--- src/hw/cart_bus_pkg.sv ---
package cart_bus_pkg;

    // Cartridge edge buses
    typedef logic [7:0]  byte_t;
    typedef logic [14:0] cpu_addr_t;
    typedef logic [13:0] ppu_addr_t;

    // Image layout in cartridge memory
    // PRG occupies 32 KB from the bottom
    localparam logic [15:0] PRG_BASE = 16'h0000;
    // CHR occupies 8 KB right above PRG
    localparam logic [15:0] CHR_BASE = 16'h8000;

    // Value seen by the console while an image is loading
    localparam byte_t OPEN_BUS = 8'hFF;

endpackage

--- src/hw/mem_bus.sv ---
interface mem_bus import cart_bus_pkg::*; #(
    parameter int MEM_AW = 16
) ();
    logic              req;
    logic              we;
    logic [MEM_AW-1:0] addr;
    byte_t             wdata;
    byte_t             rdata;
    logic              ack;

    modport master (
        output req, we, addr, wdata,
        input  rdata, ack
    );

    modport slave (
        input  req, we, addr, wdata,
        output rdata, ack
    );
endinterface

--- src/hw/prg_fetch.sv ---
module prg_fetch import cart_bus_pkg::*; #(
    parameter int MEM_AW = 16
) (
    input  logic      clk,
    input  logic      arst_n,
    input  logic      en,
    input  logic      m2,
    input  logic      romsel,
    input  logic      cpu_rw,
    input  cpu_addr_t cpu_addr,
    output byte_t     cpu_data,
    mem_bus.master    mem
);
    logic [2:0]        m2_sync;
    logic              m2_rise;
    logic              start;
    logic              req_q;
    logic [MEM_AW-1:0] addr_q;
    byte_t             data_q;

    assign m2_rise = m2_sync[1] & ~m2_sync[2];
    // ROM read cycle only
    assign start   = m2_rise && !romsel && cpu_rw && en && !req_q;

    always_ff @(posedge clk or negedge arst_n) begin
        if (!arst_n) begin
            m2_sync <= '0;
            req_q   <= 1'b0;
        end else begin
            m2_sync <= {m2_sync[1:0], m2};
            if (mem.ack)
                req_q <= 1'b0;
            else if (start)
                req_q <= 1'b1;
        end
    end

    always_ff @(posedge clk) begin
        if (start)
            addr_q <= MEM_AW'(PRG_BASE + 16'(cpu_addr));
        if (mem.ack)
            data_q <= mem.rdata;
    end

    assign cpu_data  = en ? data_q : OPEN_BUS;
    assign mem.req   = req_q;
    assign mem.we    = 1'b0;
    assign mem.addr  = addr_q;
    assign mem.wdata = '0;
endmodule

--- src/flat_wrapper.sv ---
// flat-port wrapper written by rule: the top's interface ports become plain ports
module prg_fetch_flat import cart_bus_pkg::*;
#(
    parameter int MEM_AW = 16
)
  (clk, arst_n, en, m2, romsel, cpu_rw, cpu_addr, cpu_data, mem_req, mem_we, mem_addr, mem_wdata, mem_rdata, mem_ack);
  mem_bus #(.MEM_AW(MEM_AW)) mem_i ();
  input  logic clk;
  input  logic arst_n;
  input  logic en;
  input  logic m2;
  input  logic romsel;
  input  logic cpu_rw;
  input  cpu_addr_t cpu_addr;
  output byte_t cpu_data;
  output wire logic [$bits(mem_i.req)-1:0] mem_req;
  output wire logic [$bits(mem_i.we)-1:0] mem_we;
  output wire logic [$bits(mem_i.addr)-1:0] mem_addr;
  output wire logic [$bits(mem_i.wdata)-1:0] mem_wdata;
  input wire logic [$bits(mem_i.rdata)-1:0] mem_rdata;
  input wire logic [$bits(mem_i.ack)-1:0] mem_ack;
  assign mem_req = mem_i.req;
  assign mem_we = mem_i.we;
  assign mem_addr = mem_i.addr;
  assign mem_wdata = mem_i.wdata;
  assign mem_i.rdata = mem_rdata;
  assign mem_i.ack = mem_ack;
  prg_fetch #(.MEM_AW(MEM_AW)) u_core (.clk(clk), .arst_n(arst_n), .en(en), .m2(m2), .romsel(romsel), .cpu_rw(cpu_rw), .cpu_addr(cpu_addr), .cpu_data(cpu_data), .mem(mem_i));
endmodule
--- config.mk ---
export PLATFORM = sky130hd
export DESIGN_NAME = prg_fetch_flat
export DESIGN_NICKNAME = d
export VERILOG_FILES = /design/src/hw/cart_bus_pkg.sv /design/src/hw/mem_bus.sv /design/src/hw/prg_fetch.sv /design/src/flat_wrapper.sv
export SDC_FILE = /design/constraint.sdc
export NUM_CORES = 1
export LEC_CHECK = 0
export ABC_AREA = 1
export BUFFER_PORTS_ARGS = -buffer_cell sky130_fd_sc_hd__buf_4
export CORE_MARGIN = 2
export CORE_UTILIZATION = 40
export CTS_CLUSTER_SIZE = 30
export DETAILED_ROUTE_END_ITERATION = 10
export MAX_ROUTING_LAYER = met4
export PLACE_DENSITY = 0.77
export SYNTH_ARGS = -nofsm -noshare
export SYNTH_HDL_FRONTEND = slang
export SYNTH_SLANG_ARGS = --single-unit
export TNS_END_PERCENT = 1
--- constraint.sdc ---
create_clock -name clk -period 1.82 [get_ports clk]
set_input_delay 0.091 -clock clk [delete_from_list [all_inputs] [get_ports clk]]
set_output_delay 0.091 -clock clk [all_outputs]
set_load 0.005 [all_outputs]
# After elaboration in Yosys (flattened, before gate mapping)

Index checks and enable logic that the tools add are counted.

Add/sub/neg operators: 0
Multipliers: 0
Divide/modulo/power cells: 0
Magnitude comparators: 0
Eq/ne operators: 0
Shifts and indexed selects: 0
Multiplexer cells: 3
Bitwise logic cells: 2
Reductions and logical operators: 7

Operators by type and width:

| kind               | count |
|---|---|
| two-way mux 8 bit  | 1 |
| logical AND 1 bit  | 4 |
| logical NOT 1 bit  | 2 |
| two-way mux 1 bit  | 2 |
| nonzero test 2 bit | 1 |
| AND 1 bit          | 1 |
| NOT 1 bit          | 1 |

Register bits: 27
Latch bits: 0
Bits in writable memories: 0
Memory bits (read-only): 0
Word-level logic and storage cells: 16
Memories kept: 0

# Longest topological paths before layout

Gate-level depths: netlist (run 1).

Depth after elaboration: 8
Mapped depth: 4
Gate-level depth less buffers: 4

# Worst setup path after synthesis (run 1)

OpenSTA, ideal clock, no wires.

Kind: reg2reg
Start point: register u_core.m2_sync[2]
End point: register u_core.addr_q[0] (netlist: u_core.mem.addr[0]) (enable)
Setup time: 386 ps
Arrival: 1,200 ps
Required time: 1,434 ps
Slack: 233 ps
Stages on the path, launching flop included: 4
Clock period less this slack: 1,587 ps
Cells stage by stage: dfrtp_1 > nor2_2 > nand3_2 > nor2_1

Longest elaborated chain between the ends: 6

RTL lines:

| what                           | line            | RTL |
|---|---|---|
| start: declaration             | prg_fetch.sv:14 | `logic [2:0] m2_sync;` |
| start signal: assignment       | prg_fetch.sv:30 | `m2_sync <= {m2_sync[1:0], m2};` |
| NOT 1 bit                      | prg_fetch.sv:21 | `assign m2_rise = m2_sync[1] & ~m2_sync[2];` |
| AND 1 bit                      | prg_fetch.sv:21 |  |
| logical AND 1 bit (4 in a row) | prg_fetch.sv:23 | `assign start = m2_rise && !romsel && cpu_rw && en && !req_q;` |
| net u_core.start               | prg_fetch.sv:16 | `logic start;` |
| end signal: assignment         | prg_fetch.sv:40 | `addr_q <= MEM_AW'(PRG_BASE + 16'(cpu_addr));` |
| end: declaration               | prg_fetch.sv:18 | `logic [MEM_AW-1:0] addr_q;` |

The timed path passes the listed nets, and every way through them passes these cells.
A chain may end at the register's enable or synchronous reset.

# Worst setup path after layout (run 1)

Start point: register u_core.data_q[4]
End point: output port cpu_data[4]

Longest elaborated chain between the ends: 1

RTL lines:

| what                     | line               | RTL |
|---|---|---|
| start: declaration       | prg_fetch.sv:19    | `byte_t data_q;` |
| start signal: assignment | prg_fetch.sv:42    | `data_q <= mem.rdata;` |
| two-way mux 8 bit        | prg_fetch.sv:45    | `assign cpu_data = en ? data_q : OPEN_BUS;` |
| end: declaration         | flat_wrapper.sv:15 | `output byte_t cpu_data;` |

No other way between the ends.

==> reports/results.ini, run 1 <==
[global_route]
grt_pass1_wl_mm=3.66
antenna_found_initial=0
grt_pass1_vias=790
gr-total-overflow=0
grt_max_degree=16
track_usage=0.211

[critical_path]
path_class=reg -> out
cp-start-kind=flop
crit_chain=or2_2 > buf_4
end_kind=primary output
cp_slowest_cell=edfxtp_1
worstPathRequired_ns=1.73
crit_fanout=1
arrival_ns=1.18
crit_path_max_incr_delay_ns=0.40

[clock_tree]
htree_levels=1
clk_latency_ns=0.34
clockRootBuffer=clkbuf_4
cts_setup_buffers=0
cts_tree=done
cts.path.max_buffers=2
cts_buffers=3
cts_sinks=27
clk_pin_slew_ns=0.15

[sta]
finalSetupTns_ns=0
finalClockSkew_ns=0.0113
setup_viol=0
min_period_ns=1.27
rsz0062_at_grt=false
slew_violations=0
hold_violations=0
setup_ws_ns=0.552
clock.fmax_ghz=0.789
finalCritPeriodShare=0.696

[final_layout]
finalNetCount=169
syn_to_final_growth_pct=71.0
mostFrequentLayoutCell=buf_4
num-fill-cells=130
final_layout_size_suffix_gt1_frac=0.507
most-common-layout-cells=buf_4 (54), dlygate4sd3_1 (26), edfxtp_1 (23)
final_cell_area_mm2=0.00165
diodes=0

[floorplanning]
start_util=0.429
die_width_um=53.2
fp.coreArea_mm2=0.00225
fp-row-count=17
die_area_mm2=0.00283
fp.dieH_um=53.2
ios=64

[pwr]
leakage_uw=0.000727
peakVddDrop_uv=495
power.total_uw=1120
p_per_area_mw_per_mm2=675

[drt]
num_vias=708
dr.pass1.iters=2
drt_iter0_markers=10
drc_errors=0
avgViaCountPerCell=4.27
wirelength_mm=2.55
ant_nets=0
wl_per_cell_um=15.3

[placement]
gp_congestion=0.715
place_ws_ns=0.600
hpwl_mm=1.37
port_buffers=53
place_area_mm2=0.00137

[synthesis]
netlist_instances=55
synth-warning-count=0
seq_area_frac_synth=0.818
synthesis.area_um2=967
synth.avg_cell_area_um2=17.6
ys_ff_latch=27
ys_types=12

[min_path]
worstHoldPathType=in -> reg

[flow_run]
drv_cap=0

[outcome]
status=complete, no violations

==> registers in the layout, indices dropped and copies added, names as in the netlist <==
register,count
u_core.mem.addr,15
u_core.data_q,8
u_core.m2_sync,3
u_core.mem.req,1
==> what timing repair did <==
action / 4_1_cts / 5_1_grt
gates resized for setup: 0 / 0
endpoints found under the hold margin: 29 / 0
hold buffers: 26 / 0
setup endpoints to repair: 0 / 0
==> cells in the mapped netlist <==
| cell | instances | share of area |
|---|---|---|
| inv_2 | 1 | 0.0039 |
| inv_1 | 3 | 0.012 |
| dfrtp_1 | 4 | 0.10 |
| buf_4 | 10 | 0.078 |
| nand3_2 | 1 | 0.010 |
| a21oi_2 | 1 | 0.0091 |
| or2_2 | 8 | 0.052 |
| conb_1 | 1 | 0.0039 |
| nor2_2 | 1 | 0.0065 |
| nor2_1 | 1 | 0.0039 |
| nand2_1 | 1 | 0.0039 |
| edfxtp_1 | 23 | 0.71 |
==> metal layers <==
metal | track usage | vias up | routed length [um]
met2 | 0.358 | 47 | 1370
met4 | 0.150 | 0 | 114
met5 | - | - | 0
met3 | 0.0650 | 10 | 194
met1 | 0.203 | 318 | 861
li1 | - | 333 | -
==> through the flow <==
stage	util	hold WS [ns]	std cells
CTS	0.734	0.0397	166
detailed placement	0.606	-0.108	136
finish	0.734	0.0281	166
global placement	0.606	-0.112	136
global route	0.734	0.0229	166
floorplan	-	-0.205	64
==> final timing paths <==
path | start | end | slack, ns | cells after the start
setup reg to reg | u_core.m2_sync[1] | u_core.mem.addr[2] | 0.59 | 5
setup / recovery | u_core.data_q[4] | cpu_data[4] | 0.55 | 2
hold reg to reg | u_core.m2_sync[0] | u_core.m2_sync[1] | 0.39 | 0
max in group asynchronous | arst_n | u_core.m2_sync[2] | 1.64 | 2
min in group asynchronous | arst_n | u_core.mem.req | 0.06 | 2
hold / removal | romsel | u_core.mem.req | 0.03 | 4
==> cell families (layout without fill, tap and decap cells) <==
logic type,count (synthesis),in the layout,synth area share
compound gates,1,1,0.00906
flops,27,27,0.818
simple gates,12,12,0.0763
other cells,1,10,0.00388
buf+inv,14,88,0.0931
==> report_power, final <==
part	switching [uW]	internal (uW)
sequential	6.55	695
clock	180	82.7
combinational	48.8	102
total	236	880
==> final cells by class <==
cell class	instances	area, um^2	area share
Clock buffer	3	22.5	0.0136
Multi-Input combinational cell	23	120	0.0726
Sequential cell	27	791	0.478
Inverter	4	15.0	0.00908
Tap cell	28	35.0	0.0212
Clock inverter	1	5.00	0.00303
Timing Repair Buffer	80	666	0.402
==> critical path: cells and delay by family (launching register included) <==
kind | cells | cell delay [ns]
and+or+nand+nor | 1 | 0.31
DFF | 1 | 0.40
buffers and inverters | 1 | 0.14
(Power assumes the default switching activity.)
==> inputs of run 2 (changes only) <==
CORE_UTILIZATION = 36   (was 40)
PLACE_DENSITY = 0.73   (was 0.77)
clock period = 1.04 ns   (was 1.82 ns; I/O delays follow)
==> run 2 against run 1 <==
Net effect: the flow now finishes with violations (negative setup slack); flip-flop and latch count did not move; final cell count increased by 1.8%; core utilization fell by 5.3 points; global-route usage is 5.2 points lower; critical path type is now reg -> reg; largest power group unchanged.
==> reports/results.ini, run 2 (same netlist as run 1, synthesis figures left out) <==
[placement]
place_area_mm2=0.00140  ; +2.2%
place_ws_ns=-0.108  ; -0.707 ns
port_buffers=53  ; unchanged
gp_congestion=0.673  ; -5.9%
dp.cells=139  ; +2.2%

[floorplanning]
die_width_um=55.8  ; +5.0%
ios=64  ; unchanged
start_util=0.383  ; -0.0455
die_area_mm2=0.00312  ; +10%
fp-row-count=18  ; +1
fp.coreArea_mm2=0.00252  ; +12%
fp.dieH_um=55.8  ; +5.0%

[sta]
setup_viol=23  ; +23
finalCritPeriodShare=1.14
clock.fmax_ghz=0.843
min_period_ns=1.19
slew_violations=0  ; unchanged
setup_ws_ns=-0.146  ; -0.698 ns
hold_violations=0  ; unchanged
rsz0062_at_grt=true
finalClockSkew_ns=0.000882  ; -0.0104 ns

[critical_path]
worstPathRequired_ns=1.09  ; -0.64 ns
startpoint=u_core.m2_sync[1]
ff2ff_path_depth=5  ; unchanged
end_kind=flop
crit_fanout=15  ; +14
timing.rr.start=u_core.m2_sync[1]
arrival_ns=1.23  ; +0.05 ns
path_class=reg -> reg
cp-start-kind=flop

[outcome]
violations=negative setup slack
status=complete, but fails checks

[final_layout]
most-common-layout-cells=buf_4 (50), dlygate4sd3_1 (26), edfxtp_1 (23)
num-fill-cells=176  ; +35%
final_cell_area_mm2=0.00172  ; +3.9%
syn_to_final_growth_pct=77.6
diodes=0  ; unchanged
mostFrequentLayoutCell=buf_4
finalNetCount=170  ; +0.59%
final_layout_size_suffix_gt1_frac=0.511  ; +0.00354
largest_register_ffs=15  ; unchanged
fin_cells=169  ; +1.8%

[drt]
num_vias=708  ; unchanged
wirelength_mm=2.31  ; -9.4%
drc_errors=0  ; unchanged
avgViaCountPerCell=4.19  ; -1.8%
wl_per_cell_um=13.6  ; -11%
dr.pass1.iters=4  ; +2
drt_iter0_markers=10  ; unchanged
ant_nets=0  ; unchanged

[clock_tree]
clockRootBuffer=clkbuf_4
cts_buffers=3  ; unchanged
clk_pin_slew_ns=0.13  ; -0.02 ns
cts.path.max_buffers=2  ; unchanged
cts_setup_buffers=0  ; unchanged
htree_levels=1  ; unchanged
cts_tree=done
cts_sinks=27  ; unchanged
clk_latency_ns=0.31  ; -0.03 ns

[global_route]
grt_pass1_vias=828  ; +4.8%
antenna_found_initial=0  ; unchanged
gr-total-overflow=0  ; unchanged
grt_max_degree=16  ; unchanged
grt_pass1_wl_mm=3.66  ; +0.16%
track_usage=0.159  ; -0.0525

[pwr]
leakage_uw=0.000744  ; +2.4%
peakVddDrop_uv=1070  ; +120%
power.total_uw=1950  ; +75%
p_per_area_mw_per_mm2=1130  ; +68%

[min_path]
worstHoldPathType=in -> async

[flow_run]
drv_cap=0  ; unchanged

run 2: cell types whose count changed in the layout (fill, tap and decap cells not counted):
cell / previous run / this run
or2_4: 0 / 8
nor2_4: 0 / 1
or2_2: 8 / 0
nor2_1: 1 / 0
clkbuf_1: 0 / 1
clkinv_2: 1 / 0
buf_12: 0 / 1
buf_6: 0 / 4
buf_4: 54 / 50
run 2: path summary, 6_finish.rpt:
check	slack [ns]	end
worst max register to register	-0.15	u_core.mem.addr[8]
worst min-delay path	0.05	u_core.m2_sync[0]
min in group clk	0.14	u_core.mem.req
worst min register to register	0.38	u_core.m2_sync[1]
max in group asynchronous	0.90	u_core.mem.req
worst max-delay path	-0.15	u_core.mem.addr[8]
run 2: cell type report:
| type | instances | area (um^2) | area share |
|---|---|---|---|
| flip-flops and latches | 27 | 791 | 0.460 |
| clock buffers | 4 | 26.3 | 0.0153 |
| multi-input cells | 23 | 148 | 0.0859 |
| inverters | 4 | 15.0 | 0.00874 |
| well taps | 30 | 37.5 | 0.0218 |
| repair buffers | 81 | 701 | 0.408 |
run 2: critical path: stages (launching register included):
cell and delay (ns):
dfrtp_1 0.40, nand2_1 0.07, inv_1 0.07, nand3_2 0.10, nor2_4 0.12, buf_12 0.16
run 2: timing repair:
action	4_1_cts	5_1_grt
pin swaps	1	3
endpoints found under the hold margin	29	0
resized for setup	9	3
setup endpoints to repair	23	23
hold buffers	26	0
run 2: per-layer routing:
metal / GRT usage / share of wire / vias up
li1: - / - / 334
met1: 0.141 / 0.33 / 331
met2: 0.327 / 0.60 / 37
met3: 0.0302 / 0.057 / 6
met4: 0.0510 / 0.016 / 0
met5: - / 0 / -
run 2: report_power, final:
| group | total, uW | internal (uW) | switching [uW] |
|---|---|---|---|
| combinational | 286 | 199 | 87.0 |
| clock | 433 | 150 | 283 |
| sequential | 1230 | 1220 | 12.5 |
| total | 1950 | 1570 | 383 |
run 2: stage by stage:
stage / setup TNS [ns] / hold WS [ns] / util
floorplan: -2.04 / -0.244 / -
global placement: -1.02 / -0.153 / 0.554
detailed placement: -1.61 / -0.150 / 0.554
CTS: -2.73 / 0.0328 / 0.677
global route: -3.82 / 0.0477 / 0.681
finish: -2.75 / 0.0486 / 0.681
==> inputs of run 3 (changes only) <==
CORE_MARGIN = not set   (was 2)
==> run 3 against run 2 <==
Net effect: fmax up 4.0%; worst hold slack better by 0.0049 ns; worst setup slack better by 0.046 ns; largest power group unchanged; the flow still finishes with violations (negative setup slack); critical path depth down 1; die area down 7.0%; first-iteration DRC count up 30%.
==> reports/results.ini, run 3 (same netlist as run 1, synthesis figures left out) <==
[outcome]
status=complete, but fails checks
violations=negative setup slack

[critical_path]
worstPathRequired_ns=1.08  ; about the same
arrival_ns=1.18  ; -0.05 ns
cp-start-kind=flop
timing.rr.start=u_core.m2_sync[2]
end_kind=flop
crit_fanout=15  ; unchanged
startpoint=u_core.m2_sync[2]
path_class=reg -> reg

[sta]
rsz0062_at_grt=true
finalClockSkew_ns=0.0101  ; +0.00924 ns
slew_violations=0  ; unchanged
finalSetupTns_ns=-1.70  ; +1.05 ns
hold_violations=0  ; unchanged
finalCritPeriodShare=1.10  ; -0.0441
min_period_ns=1.14  ; -0.0458 ns
clock.fmax_ghz=0.877  ; +4.0%
setup_viol=23  ; unchanged
setup_ws_ns=-0.100  ; +0.0458 ns

[pwr]
leakage_uw=0.000752  ; +0.98%
p_per_area_mw_per_mm2=1120  ; -1.5%
peakVddDrop_uv=1060  ; -0.78%

[global_route]
antenna_found_initial=0  ; unchanged
grt_max_degree=16  ; unchanged
grt_pass1_vias=683  ; -18%
grt_pass1_wl_mm=2.72  ; -26%
gr-total-overflow=0  ; unchanged
track_usage=0.148  ; -0.0112

[final_layout]
diodes=0  ; unchanged
most-common-layout-cells=buf_4 (47), dlygate4sd3_1 (26), edfxtp_1 (23)
multi_input_area_um2=148  ; unchanged
num-fill-cells=174  ; -1.1%
largest_register_ffs=15  ; unchanged
final_layout_size_suffix_gt1_frac=0.518  ; +0.00719
syn_to_final_growth_pct=78.9
mostFrequentLayoutCell=buf_4
finalNetCount=170  ; unchanged
fin_cells=169  ; unchanged
ff_latch_area_um2=791  ; unchanged

[drt]
drt_iter0_markers=13  ; +3
wirelength_mm=2.04  ; -11%
wl_per_cell_um=12.1  ; -11%
dr.pass1.iters=2  ; -2
num_vias=704  ; -0.56%
drc_errors=0  ; unchanged
avgViaCountPerCell=4.17  ; -0.56%
ant_nets=0  ; unchanged

[clock_tree]
cts.path.max_buffers=2  ; unchanged
clk_pin_slew_ns=0.12  ; about the same
cts_buffers=3  ; unchanged
cts_setup_buffers=0  ; unchanged
clk_latency_ns=0.31  ; about the same
clockRootBuffer=clkbuf_4
cts_tree=done
htree_levels=1  ; unchanged
cts_sinks=27  ; unchanged

[floorplanning]
start_util=0.387  ; +0.00345
ios=64  ; unchanged
fp-row-count=18  ; unchanged
die_width_um=53.8  ; -3.6%
die_area_mm2=0.00290  ; -7.0%
fp.coreArea_mm2=0.00250  ; -0.89%
fp.dieH_um=53.8  ; -3.6%

[placement]
dp.cells=139  ; unchanged
port_buffers=53  ; unchanged
hpwl_mm=1.32
gp_congestion=0.697  ; +3.5%

[flow_run]
drv_cap=0  ; unchanged

[min_path]
worstHoldPathType=in -> async

[run 3: changes by cell type in the layout (fill, tap and decap cells not counted)]
cell,delta
buf_4,-3
buf_6,+3
clkbuf_1,-1
clkinv_2,+1
[run 3: worst paths after layout]
kind	slack [ns]	depth (start not counted)	endpoint
max in group asynchronous	0.89	2	u_core.mem.req
hold / removal	0.05	2	u_core.m2_sync[0]
setup / recovery	-0.10	4	u_core.mem.addr[13]
hold reg to reg	0.36	0	u_core.m2_sync[1]
min in group clk	0.13	5	u_core.mem.req
setup reg to reg	-0.10	4	u_core.mem.addr[13]
[run 3: report_power, final]
| group | switching, uW | total, uW | internal [uW] |
|---|---|---|---|
| logic | 83.5 | 287 | 203 |
| registers | 11.0 | 1230 | 1220 |
| clock network | 275 | 418 | 144 |
| total | 369 | 1930 | 1560 |
[run 3: worst max-delay path, cell delays in order (launching register included)]
cell,delay [ns]
dfrtp_1,0.40
nor2_2,0.11
nand3_2,0.09
nor2_4,0.11
buf_12,0.15
[run 3: routing by layer]
metal / up-vias / GRT usage / share of wire
met4: 0 / 0.0789 / 0.0069
li1: 335 / - / -
met3: 2 / 0.0169 / 0.048
met2: 37 / 0.305 / 0.60
met1: 330 / 0.122 / 0.34
met5: - / - / 0
[run 3: what timing repair did]
item                                    CTS  global route
pin swaps                                 3             4
resized for setup                        11             4
hold buffers                             26             0
endpoints found under the setup margin   23            23
endpoints found under the hold margin    29             0
[run 3: area by class of cell]
| cell class | count | area share |
|---|---|---|
| sequential | 27 | 0.457 |
| tap | 30 | 0.0217 |
| clock buffer | 3 | 0.0130 |
| clock inverter | 1 | 0.00289 |
| multi-input combinational | 23 | 0.0853 |
| inverter | 4 | 0.00868 |
| timing repair buffer | 81 | 0.411 |
[run 3: stage by stage]
stage,area [um^2],utilization,power [uW],hold slack (ns),setup slack (ns)
global placement,1400,0.559,1430,-0.151,-0.0671
CTS,1720,0.686,1930,0.0552,-0.111
finish,1730,0.692,1930,0.0534,-0.100
floorplan,1010,-,1320,-0.244,-0.136
detailed placement,1400,0.559,1430,-0.150,-0.0919
global route,1730,0.692,2010,0.0554,-0.137
